**src/axi_lite_mux_defs.svh**
```systemverilog
// AXI4-Lite write mux defines for port count, outstanding depth and bus widths
`ifndef AXI_LITE_MUX_DEFS_SVH
`define AXI_LITE_MUX_DEFS_SVH

// Requesting ports sharing the downstream port
`define AXI_LITE_MUX_NUM_PORTS 4

// Depth of each select FIFO
// Also caps the writes in flight
`define AXI_LITE_MUX_MAX_TRANS 4

// Bus widths
`define AXI_LITE_MUX_ADDR_W 32
`define AXI_LITE_MUX_DATA_W 32

// One strobe bit per data byte
`define AXI_LITE_MUX_STRB_W (`AXI_LITE_MUX_DATA_W / 8)

`endif

```
**src/axi_lite_mux_pkg.sv**
```systemverilog
// AXI4-Lite write mux types for channel payloads, port bundles and port select
`include "axi_lite_mux_defs.svh"

package axi_lite_mux_pkg;

  // Index of one requesting port
  typedef logic [$clog2(`AXI_LITE_MUX_NUM_PORTS)-1:0] port_sel_t;

  // ------------------------------
  // Channel payloads
  // ------------------------------
  // AW, address plus protection
  typedef struct packed {
    logic [`AXI_LITE_MUX_ADDR_W-1:0] addr;
    logic [2:0]                      prot;
  } aw_chan_t;

  // W, data plus byte strobes
  typedef struct packed {
    logic [`AXI_LITE_MUX_DATA_W-1:0] data;
    logic [`AXI_LITE_MUX_STRB_W-1:0] strb;
  } w_chan_t;

  // B, response code only
  typedef struct packed {
    logic [1:0] resp;
  } b_chan_t;

  // ------------------------------
  // Per-port bundles
  // ------------------------------
  // Everything a requester drives
  typedef struct packed {
    aw_chan_t aw;
    logic     aw_valid;
    w_chan_t  w;
    logic     w_valid;
    logic     b_ready;
  } wr_req_t;

  // Everything a requester sees back
  typedef struct packed {
    logic    aw_ready;
    logic    w_ready;
    b_chan_t b;
    logic    b_valid;
  } wr_rsp_t;

endpackage

```
**src/rr_arbiter.sv**
```systemverilog
// Round-robin AW arbiter with lock-in that keeps its pick until the transfer
`include "axi_lite_mux_defs.svh"

module rr_arbiter (
  input  logic                                                     clk_i,
  input  logic                                                     rst_i,
  input  logic [`AXI_LITE_MUX_NUM_PORTS-1:0]                       req_i,
  input  axi_lite_mux_pkg::aw_chan_t [`AXI_LITE_MUX_NUM_PORTS-1:0] data_i,
  output logic [`AXI_LITE_MUX_NUM_PORTS-1:0]                       gnt_o,
  output logic                                                     valid_o,
  input  logic                                                     ready_i,
  output axi_lite_mux_pkg::aw_chan_t                               data_o,
  output axi_lite_mux_pkg::port_sel_t                              sel_o
);

  localparam int unsigned num_ports = `AXI_LITE_MUX_NUM_PORTS;

  // Rotating priority pointer
  axi_lite_mux_pkg::port_sel_t rr_ptr_q;
  // Pick held across a stalled handshake
  logic                        lock_q;
  axi_lite_mux_pkg::port_sel_t lock_sel_q;
  // Fresh search result
  axi_lite_mux_pkg::port_sel_t rr_sel;
  logic                        rr_found;
  logic                        xfer;

  // First requester at or after the pointer, wrapping around
  always_comb begin
    rr_sel   = rr_ptr_q;
    rr_found = 1'b0;
    for (int k = 0; k < num_ports; k++) begin
      if (!rr_found && req_i[(int'(rr_ptr_q) + k) % num_ports]) begin
        rr_sel   = axi_lite_mux_pkg::port_sel_t'((int'(rr_ptr_q) + k) % num_ports);
        rr_found = 1'b1;
      end
    end
  end

  // Locked pick overrides the search
  assign sel_o   = lock_q ? lock_sel_q : rr_sel;
  assign valid_o = lock_q ? req_i[lock_sel_q] : rr_found;
  assign data_o  = data_i[sel_o];
  assign xfer    = valid_o & ready_i;

  // Grant doubles as the port's aw_ready
  // High only in the transfer cycle
  always_comb begin
    gnt_o        = '0;
    gnt_o[sel_o] = xfer;
  end

  // ------------------------------
  // Lock and pointer state
  // ------------------------------
  always_ff @(posedge clk_i) begin
    if (rst_i) begin
      rr_ptr_q   <= '0;
      lock_q     <= 1'b0;
      lock_sel_q <= '0;
    end else begin
      // Stall holds the decision
      lock_q <= valid_o & ~ready_i;
      if (valid_o && !ready_i) begin
        lock_sel_q <= sel_o;
      end
      // Winner drops to lowest priority
      if (xfer) begin
        rr_ptr_q <= axi_lite_mux_pkg::port_sel_t'((int'(sel_o) + 1) % num_ports);
      end
    end
  end

endmodule

```
**src/sel_fifo.sv**
```systemverilog
// Select FIFO holding the port index of each write in flight, with full and empty flags
`include "axi_lite_mux_defs.svh"

module sel_fifo (
  input  logic                        clk_i,
  input  logic                        rst_i,
  input  logic                        push_i,
  input  logic                        pop_i,
  input  axi_lite_mux_pkg::port_sel_t data_i,
  output axi_lite_mux_pkg::port_sel_t data_o,
  output logic                        full_o,
  output logic                        empty_o
);

  localparam int unsigned depth = `AXI_LITE_MUX_MAX_TRANS;
  localparam int unsigned ptr_w = (depth > 1) ? $clog2(depth) : 1;
  localparam int unsigned cnt_w = $clog2(depth + 1);

  // Circular storage
  axi_lite_mux_pkg::port_sel_t mem_q [depth];
  logic [ptr_w-1:0]            wr_ptr_q;
  logic [ptr_w-1:0]            rd_ptr_q;
  // Fill level, source of both flags
  logic [cnt_w-1:0]            count_q;
  logic                        do_push;
  logic                        do_pop;

  assign full_o  = (count_q == cnt_w'(depth));
  assign empty_o = (count_q == '0);

  // Push on full and pop on empty are dropped
  assign do_push = push_i & ~full_o;
  assign do_pop  = pop_i & ~empty_o;

  // Head is read straight from storage
  assign data_o = mem_q[rd_ptr_q];

  always_ff @(posedge clk_i) begin
    if (do_push) begin
      mem_q[wr_ptr_q] <= data_i;
    end
  end

  // ------------------------------
  // Pointers and count
  // ------------------------------
  always_ff @(posedge clk_i) begin
    if (rst_i) begin
      wr_ptr_q <= '0;
      rd_ptr_q <= '0;
      count_q  <= '0;
    end else begin
      if (do_push) begin
        wr_ptr_q <= (wr_ptr_q == ptr_w'(depth - 1)) ? '0 : wr_ptr_q + 1'b1;
      end
      if (do_pop) begin
        rd_ptr_q <= (rd_ptr_q == ptr_w'(depth - 1)) ? '0 : rd_ptr_q + 1'b1;
      end
      // Simultaneous push and pop leave the level alone
      case ({do_push, do_pop})
        2'b10:   count_q <= count_q + 1'b1;
        2'b01:   count_q <= count_q - 1'b1;
        default: count_q <= count_q;
      endcase
    end
  end

endmodule

```
**src/spill_reg.sv**
```systemverilog
// Two-entry valid/ready spill register that breaks the ready path for any payload type
module spill_reg #(
  parameter type T = logic
) (
  input  logic clk_i,
  input  logic rst_i,
  input  logic valid_i,
  output logic ready_o,
  input  T     data_i,
  output logic valid_o,
  input  logic ready_i,
  output T     data_o
);

  // Output slot, always the one presented
  logic out_full_q;
  T     out_data_q;
  // Spill slot, catches an item while the output stalls
  logic spill_full_q;
  T     spill_data_q;

  logic in_xfer;
  logic out_xfer;
  logic out_load;

  // Ready from registered state only
  assign ready_o = ~spill_full_q;
  assign valid_o = out_full_q;
  assign data_o  = out_data_q;

  assign in_xfer  = valid_i & ready_o;
  assign out_xfer = out_full_q & ready_i;

  // Output slot empty or draining this cycle
  assign out_load = ~out_full_q | ready_i;

  // ------------------------------
  // Slot occupancy
  // ------------------------------
  always_ff @(posedge clk_i) begin
    if (rst_i) begin
      out_full_q   <= 1'b0;
      spill_full_q <= 1'b0;
    end else begin
      // Spill slot refills the output first, keeping order
      if (out_load) begin
        out_full_q <= spill_full_q | in_xfer;
      end
      if (spill_full_q) begin
        spill_full_q <= ~out_xfer;
      end else begin
        // New item with the output stuck goes aside
        spill_full_q <= in_xfer & ~out_load;
      end
    end
  end

  // ------------------------------
  // Payload
  // ------------------------------
  always_ff @(posedge clk_i) begin
    if (out_load && (spill_full_q || in_xfer)) begin
      out_data_q <= spill_full_q ? spill_data_q : data_i;
    end
    if (!spill_full_q && in_xfer && !out_load) begin
      spill_data_q <= data_i;
    end
  end

endmodule

```
**src/wr_route.sv**
```systemverilog
// Write router with AW lock, W steering and in-order B return over two select FIFOs
`include "axi_lite_mux_defs.svh"

module wr_route (
  input  logic                                                  clk_i,
  input  logic                                                  rst_i,
  // Arbiter decision
  input  logic                                                  arb_valid_i,
  output logic                                                  arb_ready_o,
  input  axi_lite_mux_pkg::port_sel_t                           arb_sel_i,
  // Toward the AW spill register
  output logic                                                  aw_valid_o,
  input  logic                                                  aw_ready_i,
  // Requesting ports
  input  axi_lite_mux_pkg::wr_req_t [`AXI_LITE_MUX_NUM_PORTS-1:0] port_req_i,
  output logic [`AXI_LITE_MUX_NUM_PORTS-1:0]                    port_w_ready_o,
  output logic [`AXI_LITE_MUX_NUM_PORTS-1:0]                    port_b_valid_o,
  // Toward the W spill register
  output logic                                                  w_valid_o,
  output axi_lite_mux_pkg::w_chan_t                             w_data_o,
  input  logic                                                  w_ready_i,
  // From the B spill register
  input  logic                                                  b_valid_i,
  output logic                                                  b_ready_o
);

  localparam int unsigned num_ports = `AXI_LITE_MUX_NUM_PORTS;

  // Set once a decision is in the W FIFO but AW is still stalled
  logic                        aw_lock_q;
  logic                        aw_lock_d;

  logic                        w_fifo_push;
  logic                        w_fifo_pop;
  logic                        w_fifo_full;
  logic                        w_fifo_empty;
  axi_lite_mux_pkg::port_sel_t w_sel;
  // W path open for the head port
  logic                        w_en;

  logic                        b_fifo_pop;
  logic                        b_fifo_full;
  logic                        b_fifo_empty;
  axi_lite_mux_pkg::port_sel_t b_sel;

  // ------------------------------
  // AW channel
  // ------------------------------
  always_comb begin
    aw_lock_d   = aw_lock_q;
    w_fifo_push = 1'b0;
    aw_valid_o  = 1'b0;
    arb_ready_o = 1'b0;
    if (aw_lock_q) begin
      // Already pushed, only finish the handshake
      aw_valid_o  = 1'b1;
      arb_ready_o = aw_ready_i;
      if (aw_ready_i) begin
        aw_lock_d = 1'b0;
      end
    end else if (arb_valid_i && !w_fifo_full) begin
      // New decision, record the port for W
      aw_valid_o  = 1'b1;
      w_fifo_push = 1'b1;
      arb_ready_o = aw_ready_i;
      aw_lock_d   = ~aw_ready_i;
    end
  end

  always_ff @(posedge clk_i) begin
    if (rst_i) begin
      aw_lock_q <= 1'b0;
    end else begin
      aw_lock_q <= aw_lock_d;
    end
  end

  sel_fifo u_w_sel_fifo (
    .clk_i   (clk_i),
    .rst_i   (rst_i),
    .push_i  (w_fifo_push),
    .pop_i   (w_fifo_pop),
    .data_i  (arb_sel_i),
    .data_o  (w_sel),
    .full_o  (w_fifo_full),
    .empty_o (w_fifo_empty)
  );

  // ------------------------------
  // W channel
  // ------------------------------
  // Needs a granted AW and room for the B return
  assign w_en       = ~w_fifo_empty & ~b_fifo_full;
  assign w_valid_o  = w_en & port_req_i[w_sel].w_valid;
  assign w_data_o   = w_en ? port_req_i[w_sel].w : '0;
  assign w_fifo_pop = w_valid_o & w_ready_i;

  // Each beat hands its port over to the B FIFO
  sel_fifo u_b_sel_fifo (
    .clk_i   (clk_i),
    .rst_i   (rst_i),
    .push_i  (w_fifo_pop),
    .pop_i   (b_fifo_pop),
    .data_i  (w_sel),
    .data_o  (b_sel),
    .full_o  (b_fifo_full),
    .empty_o (b_fifo_empty)
  );

  // ------------------------------
  // B channel
  // ------------------------------
  assign b_ready_o  = ~b_fifo_empty & port_req_i[b_sel].b_ready;
  assign b_fifo_pop = b_valid_i & b_ready_o;

  // Only the head port sees W ready or B valid
  for (genvar i = 0; i < num_ports; i++) begin : gen_port_ctrl
    assign port_w_ready_o[i] = w_ready_i & w_en &
                               (w_sel == axi_lite_mux_pkg::port_sel_t'(i));
    assign port_b_valid_o[i] = b_valid_i & ~b_fifo_empty &
                               (b_sel == axi_lite_mux_pkg::port_sel_t'(i));
  end

endmodule

```
**src/axi_lite_wr_mux.sv**
```systemverilog
// AXI4-Lite write multiplexer joining several requesting ports onto one downstream port
`include "axi_lite_mux_defs.svh"

module axi_lite_wr_mux (
  input  logic                                                  clk_i,
  input  logic                                                  rst_i,
  input  axi_lite_mux_pkg::wr_req_t [`AXI_LITE_MUX_NUM_PORTS-1:0] slv_reqs_i,
  output axi_lite_mux_pkg::wr_rsp_t [`AXI_LITE_MUX_NUM_PORTS-1:0] slv_rsps_o,
  output axi_lite_mux_pkg::wr_req_t                             mst_req_o,
  input  axi_lite_mux_pkg::wr_rsp_t                             mst_rsp_i
);

  localparam int unsigned num_ports = `AXI_LITE_MUX_NUM_PORTS;

  // Arbiter inputs unpacked from the port bundles
  logic [num_ports-1:0]                          aw_valids;
  axi_lite_mux_pkg::aw_chan_t [num_ports-1:0]    aw_chans;
  logic [num_ports-1:0]                          aw_gnts;
  // Arbiter decision
  logic                                          arb_valid;
  logic                                          arb_ready;
  axi_lite_mux_pkg::aw_chan_t                    arb_aw;
  axi_lite_mux_pkg::port_sel_t                   arb_sel;
  // Spill register upstream sides
  logic                                          aw_valid;
  logic                                          aw_ready;
  logic                                          w_valid;
  logic                                          w_ready;
  axi_lite_mux_pkg::w_chan_t                     w_data;
  logic                                          b_valid;
  logic                                          b_ready;
  axi_lite_mux_pkg::b_chan_t                     b_data;
  // Per-port handshakes from the router
  logic [num_ports-1:0]                          port_w_ready;
  logic [num_ports-1:0]                          port_b_valid;

  // B payload goes to every port, valid picks the owner
  for (genvar i = 0; i < num_ports; i++) begin : gen_ports
    assign aw_valids[i]           = slv_reqs_i[i].aw_valid;
    assign aw_chans[i]            = slv_reqs_i[i].aw;
    assign slv_rsps_o[i].aw_ready = aw_gnts[i];
    assign slv_rsps_o[i].w_ready  = port_w_ready[i];
    assign slv_rsps_o[i].b        = b_data;
    assign slv_rsps_o[i].b_valid  = port_b_valid[i];
  end

  rr_arbiter u_rr_arbiter (
    .clk_i   (clk_i),
    .rst_i   (rst_i),
    .req_i   (aw_valids),
    .data_i  (aw_chans),
    .gnt_o   (aw_gnts),
    .valid_o (arb_valid),
    .ready_i (arb_ready),
    .data_o  (arb_aw),
    .sel_o   (arb_sel)
  );

  wr_route u_wr_route (
    .clk_i          (clk_i),
    .rst_i          (rst_i),
    .arb_valid_i    (arb_valid),
    .arb_ready_o    (arb_ready),
    .arb_sel_i      (arb_sel),
    .aw_valid_o     (aw_valid),
    .aw_ready_i     (aw_ready),
    .port_req_i     (slv_reqs_i),
    .port_w_ready_o (port_w_ready),
    .port_b_valid_o (port_b_valid),
    .w_valid_o      (w_valid),
    .w_data_o       (w_data),
    .w_ready_i      (w_ready),
    .b_valid_i      (b_valid),
    .b_ready_o      (b_ready)
  );

  // ------------------------------
  // Downstream spill registers
  // ------------------------------
  spill_reg #(
    .T (axi_lite_mux_pkg::aw_chan_t)
  ) u_aw_spill_reg (
    .clk_i   (clk_i),
    .rst_i   (rst_i),
    .valid_i (aw_valid),
    .ready_o (aw_ready),
    .data_i  (arb_aw),
    .valid_o (mst_req_o.aw_valid),
    .ready_i (mst_rsp_i.aw_ready),
    .data_o  (mst_req_o.aw)
  );

  spill_reg #(
    .T (axi_lite_mux_pkg::w_chan_t)
  ) u_w_spill_reg (
    .clk_i   (clk_i),
    .rst_i   (rst_i),
    .valid_i (w_valid),
    .ready_o (w_ready),
    .data_i  (w_data),
    .valid_o (mst_req_o.w_valid),
    .ready_i (mst_rsp_i.w_ready),
    .data_o  (mst_req_o.w)
  );

  // Response direction, downstream toward the ports
  spill_reg #(
    .T (axi_lite_mux_pkg::b_chan_t)
  ) u_b_spill_reg (
    .clk_i   (clk_i),
    .rst_i   (rst_i),
    .valid_i (mst_rsp_i.b_valid),
    .ready_o (mst_req_o.b_ready),
    .data_i  (mst_rsp_i.b),
    .valid_o (b_valid),
    .ready_i (b_ready),
    .data_o  (b_data)
  );

endmodule

```
**config.mk**
```make
export PLATFORM = sky130hd
export DESIGN_NAME = axi_lite_wr_mux
export DESIGN_NICKNAME = d
export VERILOG_FILES = /design/src/axi_lite_mux_pkg.sv /design/src/rr_arbiter.sv /design/src/sel_fifo.sv /design/src/spill_reg.sv /design/src/wr_route.sv /design/src/axi_lite_wr_mux.sv
export VERILOG_INCLUDE_DIRS = /design/src
export SDC_FILE = /design/constraint.sdc
export NUM_CORES = 1
export LEC_CHECK = 0
export BUFFER_PORTS_ARGS = -buffer_cell sky130_fd_sc_hd__buf_2
export CAP_MARGIN = 20
export CORE_UTILIZATION = 40
export CTS_BUF_LIST = sky130_fd_sc_hd__clkbuf_8
export DETAILED_ROUTE_END_ITERATION = 6
export HOLD_SLACK_MARGIN = 0.03
export PLACE_DENSITY = 0.78
export SYNTH_ARGS = -nofsm -noshare
export SYNTH_HDL_FRONTEND = slang
export SYNTH_SLANG_ARGS = --single-unit
```
**constraint.sdc**
```tcl
create_clock -name clk_i -period 11.3 [get_ports clk_i]
set_input_delay 2.26 -clock clk_i [delete_from_list [all_inputs] [get_ports clk_i]]
set_output_delay 2.26 -clock clk_i [all_outputs]
set_load 0.005 [all_outputs]
```
# ---- Word level (Yosys, flattened, before mapping)
# Memory sizes are Yosys's and may differ from the RTL's. A register that Yosys moved wholly into a read port is not among the register bits.
# Cells that the tools add are included.
dict set report op_classes {
  n_addsub 12
  order_cmp 9
  n_eq_ne 16
  n_mux 56
  n_bitwise 52
  n_reduce_logical 35
}
# cell count
set op_table {}
lappend op_table {{$bmux W74 S2} 2}
lappend op_table {{$mux W36} 2}
lappend op_table {{$bmux W35 S2} 1}
lappend op_table {{$mux W35} 2}
lappend op_table {{$mux W38} 1}
lappend op_table {{$and A1 B1 Y1} 28}
lappend op_table {{$mux W1} 27}
lappend op_table {{$mux W2} 13}
lappend op_table {{$lt A2 B3 Y1 const B} 8}
lappend op_table {{$eq A2 B2 Y1 const B} 10}
lappend op_table {{$not A1 Y1} 17}
lappend op_table {{$logic_and A1 B1 Y1} 15}
lappend op_table {{$add A2 B1 Y2 const B} 6}
lappend op_table {{$pmux W3 S2} 2}
lappend op_table {{$logic_not A1 Y1} 11}
lappend op_table {{$bmux W1 S2} 5}
lappend op_table {{$eq A2 B1 Y1 const B} 4}
lappend op_table {{$add A3 B1 Y3 const B} 2}
lappend op_table {{$eq A3 B3 Y1 const B} 2}
lappend op_table {{$logic_not A3 Y1} 2}
lappend op_table {{$or A1 B1 Y1} 6}
lappend op_table {{$sub A3 B1 Y3 const B} 2}
lappend op_table {{$add A2 B2 Y2 const B} 2}
lappend op_table {{$and A4 B4 Y4} 1}
lappend op_table {{5 further kinds} 9}
dict set report word_totals {
  register_bits 172
  ram_bits 16
  inputBits 303
  out_inout_bits 94
  mem_count 2
}
# memory depth word_bits read_ports rd_ports_with_merged_regs wr line
set mem_list {}
lappend mem_list {u_wr_route.u_b_sel_fifo.mem_q 4 2 1 1 1 sel_fifo.sv:20} ;# axi_lite_mux_pkg::port_sel_t mem_q [depth];
lappend mem_list {u_wr_route.u_w_sel_fifo.mem_q 4 2 1 1 1 sel_fifo.sv:20}

# ---- Depth between registers and ports, before layout
# Gate-level depths: netlist of the first run.
dict set report depth {
  ltp_word 19
  mapped_depth 11
  ltp_nobuf 10
}

# ---- Hierarchy
# From an unflattened synthesis of the first run, not the netlist that was laid out.
dict set report unflattened {
  cells_unflattened 705
  hier_area_um2 10273.6
}
# mod instances cells_per_inst area_per_inst_um2 seq_area_each_um2
set modules_own_cells {}
lappend modules_own_cells {{spill_reg at u_w_spill_reg} 1 123 2871.5 2202.1}
lappend modules_own_cells {{spill_reg at u_aw_spill_reg} 1 119 2632.5 2142.1}
lappend modules_own_cells {sel_fifo 2 62 794.5 420.4}
lappend modules_own_cells {rr_arbiter 1 164 1587.8 100.1}
lappend modules_own_cells {wr_route 1 153 1320.0 20.0}
lappend modules_own_cells {{spill_reg at u_b_spill_reg} 1 16 227.7 160.2}
lappend modules_own_cells {axi_lite_wr_mux 1 6 45.0 0.0}

# ---- Worst setup path after synthesis of the first run
# No wires, ideal clock.
dict set report synth_timing {
  path_type {input to output}
  from {input port slv_reqs_i[112] (netlist name)}
  to {output port slv_rsps_o[4] (netlist name)}
  arrival_ps 3616
  t_required_ps 9040
  setup_slack_ps 5424
  path_stages 9
  path_buffers 3
  cell_sequence {nand2b_1 > a22o_1 > buf_2 > a31o_1 > buf_2 > inv_2 > buf_2 > ha_1 > and2_1}
}
# item line
set synth_lines {}
lappend synth_lines {{start: declaration} axi_lite_wr_mux.sv:7} ;# input axi_lite_mux_pkg::wr_req_t [`AXI_LITE_MUX_NUM_PORTS-1:0] slv_reqs_i,
lappend synth_lines {{end: declaration} axi_lite_wr_mux.sv:8} ;# output axi_lite_mux_pkg::wr_rsp_t [`AXI_LITE_MUX_NUM_PORTS-1:0] slv_rsps_o,

==> impl_results.md, run 1 <==
* Clock slew at reported path FFs at between 100 and 150 ps
* FF+latch count, synth at about 190
* Post-layout util at approximately 51%
* Placed Cells at around 1500
* First DRT Iteration DRCs at 641
* Seq/Total Area, Yosys at between 50 and 60%
* TritonRoute pass-1 iters at 7
* Final worst slack at between 4000 and 5000 ps
* First-pass GRT wire length at approximately 46000 microns
* Peak VDD IR at between 0.15 and 0.2 mV
* Synth area leaders: edfxtp_1 (47%), mux4_2 (9.4%), a21oi_1 (6.1%)
* Sink Count at 192
* Hold Path Class: reg2reg
* Final #Nets at 1548
* Pwr dens at 266 nW/um^2
* Static Leak at around 5.3 nW
* Clock Power Share at approximately 13%
* Reg power frac at a little over a third
* Fillers at 2237
* Psw at between 0.001 and 0.0015 W
* Status: finished, final reports clean
* Post-synth top flop: edfxtp_1
* Vias in the first global route at 8410
* DRT antenna net count at 0
* Initial cell density of the core at 40.7%
* Pre-CTS setup slack at ~4600 ps
* Post_cts resized at 0
* Final Hold Vio Count at 0
* Synth-to-Final Area Change at 25.8%
* DIE WIDTH at between 150 and 200 microns
* WP data arrival at 4510 ps
* Die H at around 160 microns
* Unrepaired setup endpoints after global routing: false
* Core area at ~25000 sq um
* CP endpoint: slv_rsps_o[4]
* Combinational share of power at between 50% and 60%
* Min Tclk post-route at 6770 ps
* Share of the synthesized area in the top cell type at 47.4%
* Design area at approximately 13000 sq um
* Die area at about 26000 sq um
* Number of antenna violations at the first check in global routing at 5
* IO Pins at between 300 and 400
* Post-CTS Hold Buffers at 0
* Root Buffer: clkbuf_8
* Overflow after GRT at 0
* Postcts setup bufs at 0
* DRC viols at 0
* Crit start category: input port
* Final setup TNS at 0 ps
* Internal cell power at roughly 0.0021 W
* Worst R2R Path Depth at 10
* CP Class: in2out
* R2R Path End: u_wr_route.u_b_sel_fifo.count_q[2]
* Synth async-reset ratio at 0%
* FMAX at between 0.1 and 0.15 GHz
* DP Wirelength at 22700 microns
* Max-cap check violation count at 0
* Placed instance area at approximately 12000 sq um
* Warnings, synthesis at 0
* Worst-Skew Late Latency at approximately 460 ps
* Hold path depth at 2
* DR WL/cell at just under 20 microns
* Clock Path Buffers at 2
* Pin count of the biggest net entering global routing at 78
* Fin cells at 1576
* Yosys top cell by area: edfxtp_1
* CP startpoint: slv_reqs_i[186]
* CTS tree: built
* Vias at 8864
* Sw frac at between 40% and 50%
* Worst-path fanout max at between 70 and 80
* Slew Limit Fails at 0
* DRT Wirelength at around 31000 microns
* Mapped Area at slightly above 10000 sq um
* Syn nets at between 1000 and 1500
* CTS Buf Count at 17
* Number of setup violations in the final report at 0
* Vias per cell at about 5.6
* Slew headroom at ~39%
* # rows at between 50 and 60
* GP Congestion at 0.842
* Flop2flop setup slack at about 8000 ps
* Layout cells sized above 1 at 40.7%
* Yosys cell types at 42
* Post-synthesis area per instance at ~12 sq um
* IO buf count at a little under 400
* GRT Total Usage at about a quarter
* Worst Skew at between 20 and 25 ps
* Depth of the CTS H-tree at 4
* CP endpoint kind: primary output
* Worst EP required at 9040 ps
* Worst-margin pin slew at just over 900 ps
* Syn Inst Count at between 800 and 900
* Post-synth EDFFs at 162
* Period utilization at between 50% and 60%
## registers in the layout (all words and copies together) (netlist names), 3 cells and up, named ones only
signal                           flops
u_w_spill_reg.data_o                36
u_w_spill_reg.spill_data_q          36
u_aw_spill_reg.data_o               35
u_aw_spill_reg.spill_data_q         35
u_wr_route.u_b_sel_fifo.mem_q        8
u_wr_route.u_w_sel_fifo.mem_q        8
u_wr_route.u_b_sel_fifo.count_q      3
u_wr_route.u_w_sel_fifo.count_q      3
## through the flow
step | hold WS (ps) | total power [W]
after global routing | 529 | 0.00367
after global placement | 470 | 0.00293
after CTS | 496 | 0.00344
after floorplan | 454 | 0.00245
final | 491 | 0.00343
after detailed placement | 475 | 0.00299
## worst min path at each step
stage	slack, ps	start	endpoint
floorplan	450	u_wr_route.u_w_sel_fifo.rd_ptr_q[1]	register
global placement	470	u_wr_route.u_w_sel_fifo.rd_ptr_q[1]	u_wr_route.u_w_sel_fifo.rd_ptr_q[1]
detailed placement	470	u_wr_route.u_w_sel_fifo.rd_ptr_q[1]	register
CTS	500	u_wr_route.u_w_sel_fifo.rd_ptr_q[1]	register
global route	530	u_wr_route.u_w_sel_fifo.rd_ptr_q[0]	u_wr_route.u_w_sel_fifo.rd_ptr_q[0]
finish	490	u_wr_route.u_w_sel_fifo.rd_ptr_q[1]	register
## layout make-up
type	count	area [sq um]	area share, %
flip-flops and latches	192	5470	42.4
multi-input cells	546	4260	33.0
repair buffers	413	2150	16.6
well taps	330	413	3.20
clock buffers	17	234	1.81
inverters	57	215	1.67
clock inverters	15	149	1.15
diodes	6	15.0	0.116
## cell usage in the layout, fill, tap and decap left out, types with 5 or more instances in the layout
master / instances
a311oi_1: 35
a211oi_1: 38
edfxtp_1: 162
mux2i_1: 6
nand2_1: 49
buf_4: 14
nor2_1: 60
mux4_2: 43
clkbuf_8: 17
nor3_1: 9
buf_2: 396
diode_2: 6
ha_1: 16
a22o_1: 37
dfxtp_1: 29
inv_1: 54
a221oi_1: 35
a21oi_1: 122
o21ai_0: 5
and2_1: 45
## power groups by stage
stage	logic, W	clock network (W)	registers (W)
finish	0.00175	0.000443	0.00124
global route	0.00192	0.000487	0.00126
CTS	0.00174	0.000456	0.00125
detailed placement	0.00173	0	0.00126
global placement	0.00167	0	0.00126
floorplan	0.00118	0	0.00127
## layer usage
layer | global-route usage, % | vias up | wire (microns)
li1 | - | 4067 | -
met1 | 27.3 | 4215 | 11700
met2 | 40.4 | 526 | 15800
met3 | 5.49 | 56 | 2740
met4 | 11.1 | 0 | 1070
met5 | 0 | - | 0
## cells by family (layout without fill, tap and decap cells)
logic type / after synthesis / after routing / share of synthesized area, %
multiplexers: 51 / 51 / 10.2
AO/OA/AOI/OAI: 283 / 283 / 19.0
AND/OR/NAND/NOR: 190 / 190 / 8.93
buffers and inverters: 138 / 502 / 5.88
flip-flops: 192 / 192 / 53.3
other: 0 / 6 / 0
XOR/XNOR: 4 / 4 / 0.342
adder cells (fa/ha/maj): 18 / 18 / 2.34
## Yosys cell counts (all sizes together), types with 3 or more instances
| master | instances |
|---|---|
| a211oi | 39 |
| a21oi | 127 |
| a221oi | 35 |
| a22o | 37 |
| a311oi | 35 |
| and2 | 45 |
| and3 | 4 |
| buf | 39 |
| clkbuf | 42 |
| dfxtp | 30 |
| edfxtp | 162 |
| ha | 16 |
| inv | 56 |
| mux2i | 6 |
| mux4 | 43 |
| nand2 | 50 |
| nand2b | 3 |
| nor2 | 61 |
| nor2b | 3 |
| nor3 | 10 |
| nor3b | 4 |
| o21ai | 5 |
| or3 | 4 |
| xor2 | 4 |
## critical path: stages
cell       delay (ps)
buf_2             140
o2bb2ai_1         170
a21oi_4           150
buf_4             360
a31o_4            810
inv_2             130
ha_1              230
and2_1            130
buf_2             130
(Power assumes the default switching activity.)
==> run 2: changes to the inputs <==
--- a/config.mk
+++ b/config.mk
@@ -12,7 +12,7 @@
 export CTS_BUF_LIST = sky130_fd_sc_hd__clkbuf_8
 export DETAILED_ROUTE_END_ITERATION = 6
 export HOLD_SLACK_MARGIN = 0.03
-export PLACE_DENSITY = 0.78
+export PLACE_DENSITY = 0.8
 export SYNTH_ARGS = -nofsm -noshare
 export SYNTH_HDL_FRONTEND = slang
 export SYNTH_SLANG_ARGS = --single-unit
==> constraint.sdc (replaced) <==
create_clock -name clk_i -period 5.8 [get_ports clk_i]
set_input_delay 1.16 -clock clk_i [delete_from_list [all_inputs] [get_ports clk_i]]
set_output_delay 1.16 -clock clk_i [all_outputs]
set_load 0.005 [all_outputs]
==> run 2 against run 1 <==
Effect of this change: total power up 97%; combinational power increased by 95%; clock skew rose by 6.1 ps; sequential share of layout area barely moved; non-clock buffer count fell by 1; via count up 0.90%; highest routed layer is now met5.
==> impl_results.md, run 2 (same netlist as run 1, synthesis figures left out) <==
* Post-CTS Hold Buffers at 0 (unchanged)
* Post-layout util at 51.3% (about the same)
* Die H at 162 microns (unchanged)
* Worst Skew at 30.0 ps (+6.11 ps)
* Worst-path fanout max at 42 (-45%)
* Depth of the CTS H-tree at 4 (unchanged)
* Layout cells sized above 1 at 40.8% (about the same)
* IO Pins at 397 (unchanged)
* DIE WIDTH at 162 microns (unchanged)
* Vias per cell at 5.68 (+0.97%)
* DRT Wirelength at 31700 microns (+1.4%)
* Hold path depth at 2 (unchanged)
* Worst-margin pin slew at 1070 ps (+154 ps)
* Slew Limit Fails at 0 (unchanged)
* DR WL/cell at 20.1 microns (+1.4%)
* Root Buffer: clkbuf_8
* IO buf count at 396 (unchanged)
* CP endpoint kind: primary output
* Pin count of the biggest net entering global routing at 72 (-7.7%)
* Post_cts resized at 0 (unchanged)
* Fillers at 2202 (-1.6%)
* DP Wirelength at 23300 microns (+2.9%)
* GP Congestion at 0.880 (+4.5%)
* Placed instance area at 12400 sq um (-0.23%)
* TritonRoute pass-1 iters at 5 (-2)
* # rows at 58 (unchanged)
* Worst-Skew Late Latency at 460 ps (about the same)
* First DRT Iteration DRCs at 785 (+22%)
* Postcts setup bufs at 0 (unchanged)
* Min Tclk post-route at roughly 4700 ps
* GRT Total Usage at 23.4% (+0.040 points)
* Die area at 26300 sq um (unchanged)
* DRT antenna net count at 0 (unchanged)
* Worst EP required at 4640 ps (-4400 ps)
* CTS Buf Count at 17 (unchanged)
* Final setup TNS at 0 ps (unchanged)
* Clock Path Buffers at 2 (unchanged)
* Clock slew at reported path FFs at 110 ps (about the same)
* Most frequent cells in the layout: buf_2 (396), edfxtp_1 (162), a21oi_1 (122)
* Sink Count at 192 (unchanged)
* Design area at 12900 sq um (about the same)
* WP data arrival at 3550 ps (-960 ps)
* FMAX at between 0.2 and 0.25 GHz
* First-pass GRT wire length at 46400 microns (about the same)
* Worst R2R Path Depth at 10 (unchanged)
* Pwr dens at 524 nW/um^2 (+97%)
* Hold Path Class: reg2reg
* Max-cap check violation count at 0 (unchanged)
* Overflow after GRT at 0 (unchanged)
* Peak VDD IR at 0.432 mV (+160%)
* Static Leak at 5.34 nW (about the same)
* Worst Hold Launch: u_wr_route.u_w_sel_fifo.rd_ptr_q[1]
* Fin cells at 1575 (-0.063%)
* Crit start category: input port
* Final #Nets at 1547 (-0.065%)
* Final Hold Vio Count at 0 (unchanged)
* R2R Path End: u_wr_route.u_w_sel_fifo.count_q[2]
* Slew headroom at 28.9% (-10 points)
* Commonest non-fill, non-tap cell in the layout: buf_2
* Vias in the first global route at 8485 (+0.89%)
* Period utilization at a little over 80%
* Unrepaired setup endpoints after global routing: false
* Placed Cells at 1535 (-0.065%)
* Initial cell density of the core at 40.7% (unchanged)
* Number of antenna violations at the first check in global routing at 13 (+8)
* CP Class: in2out
* Core area at 25200 sq um (unchanged)
* CTS tree: built
* Synth-to-Final Area Change at 25.8% (about the same)
* DRC viols at 0 (unchanged)
* Vias at 8944 (+0.90%)
* Flop2flop setup slack at 2280 ps (-5490 ps)
* Number of setup violations in the final report at 0 (unchanged)
* Status: finished, final reports clean
-- run 2: how the worst max path moves through the flow --
| stage | from | to | cells past startpoint |
|---|---|---|---|
| after floorplan | slv_reqs_i[112] | u_aw_spill_reg.spill_data_q[0] | 5 |
| after global placement | slv_reqs_i[186] | slv_rsps_o[14] | 9 |
| after detailed placement | slv_reqs_i[260] | slv_rsps_o[14] | 9 |
| after CTS | slv_reqs_i[260] | slv_rsps_o[14] | 9 |
| after global routing | slv_reqs_i[260] | slv_rsps_o[14] | 9 |
| final | slv_reqs_i[260] | slv_rsps_o[14] | 9 |
-- run 2: worst max-delay path: stages --
cell,delay [ps]
buf_2,140
and3b_1,210
a2111o_1,90
a31o_1,130
buf_4,400
clkinv_2,660
ha_1,470
and2_1,130
buf_2,120
-- run 2: where the power goes --
part,internal (W),leakage [nW],switching [W]
Combinational,0.00142,3.35,0.00199
Clock,0.000369,0.212,0.000558
Sequential,0.00226,1.78,0.000159
-- run 2: per-stage QoR --
stage | setup slack [ps] | hold WS [ps] | power (W)
final | 1090 | 496 | 0.00676
after floorplan | 1220 | 454 | 0.00478
after detailed placement | 1100 | 478 | 0.00582
after CTS | 1100 | 501 | 0.00676
after global placement | 1120 | 470 | 0.00570
after global routing | 909 | 524 | 0.00719
-- run 2: layer usage --
metal | wire (microns) | global-route usage [%]
met4 | 1420 | 12.1
met1 | 11200 | 26.2
met2 | 15800 | 40.8
met5 | 38 | 0
met3 | 3170 | 6.08
-- run 2: final cells by class --
type / count / area [sq um] / area share [%]
well taps: 330 / 413 / 3.20
flip-flops and latches: 192 / 5470 / 42.3
clock buffers: 17 / 234 / 1.81
multi-input cells: 546 / 4250 / 32.9
repair buffers: 412 / 2130 / 16.5
diodes: 6 / 15.0 / 0.116
inverters: 57 / 215 / 1.67
clock inverters: 15 / 186 / 1.44
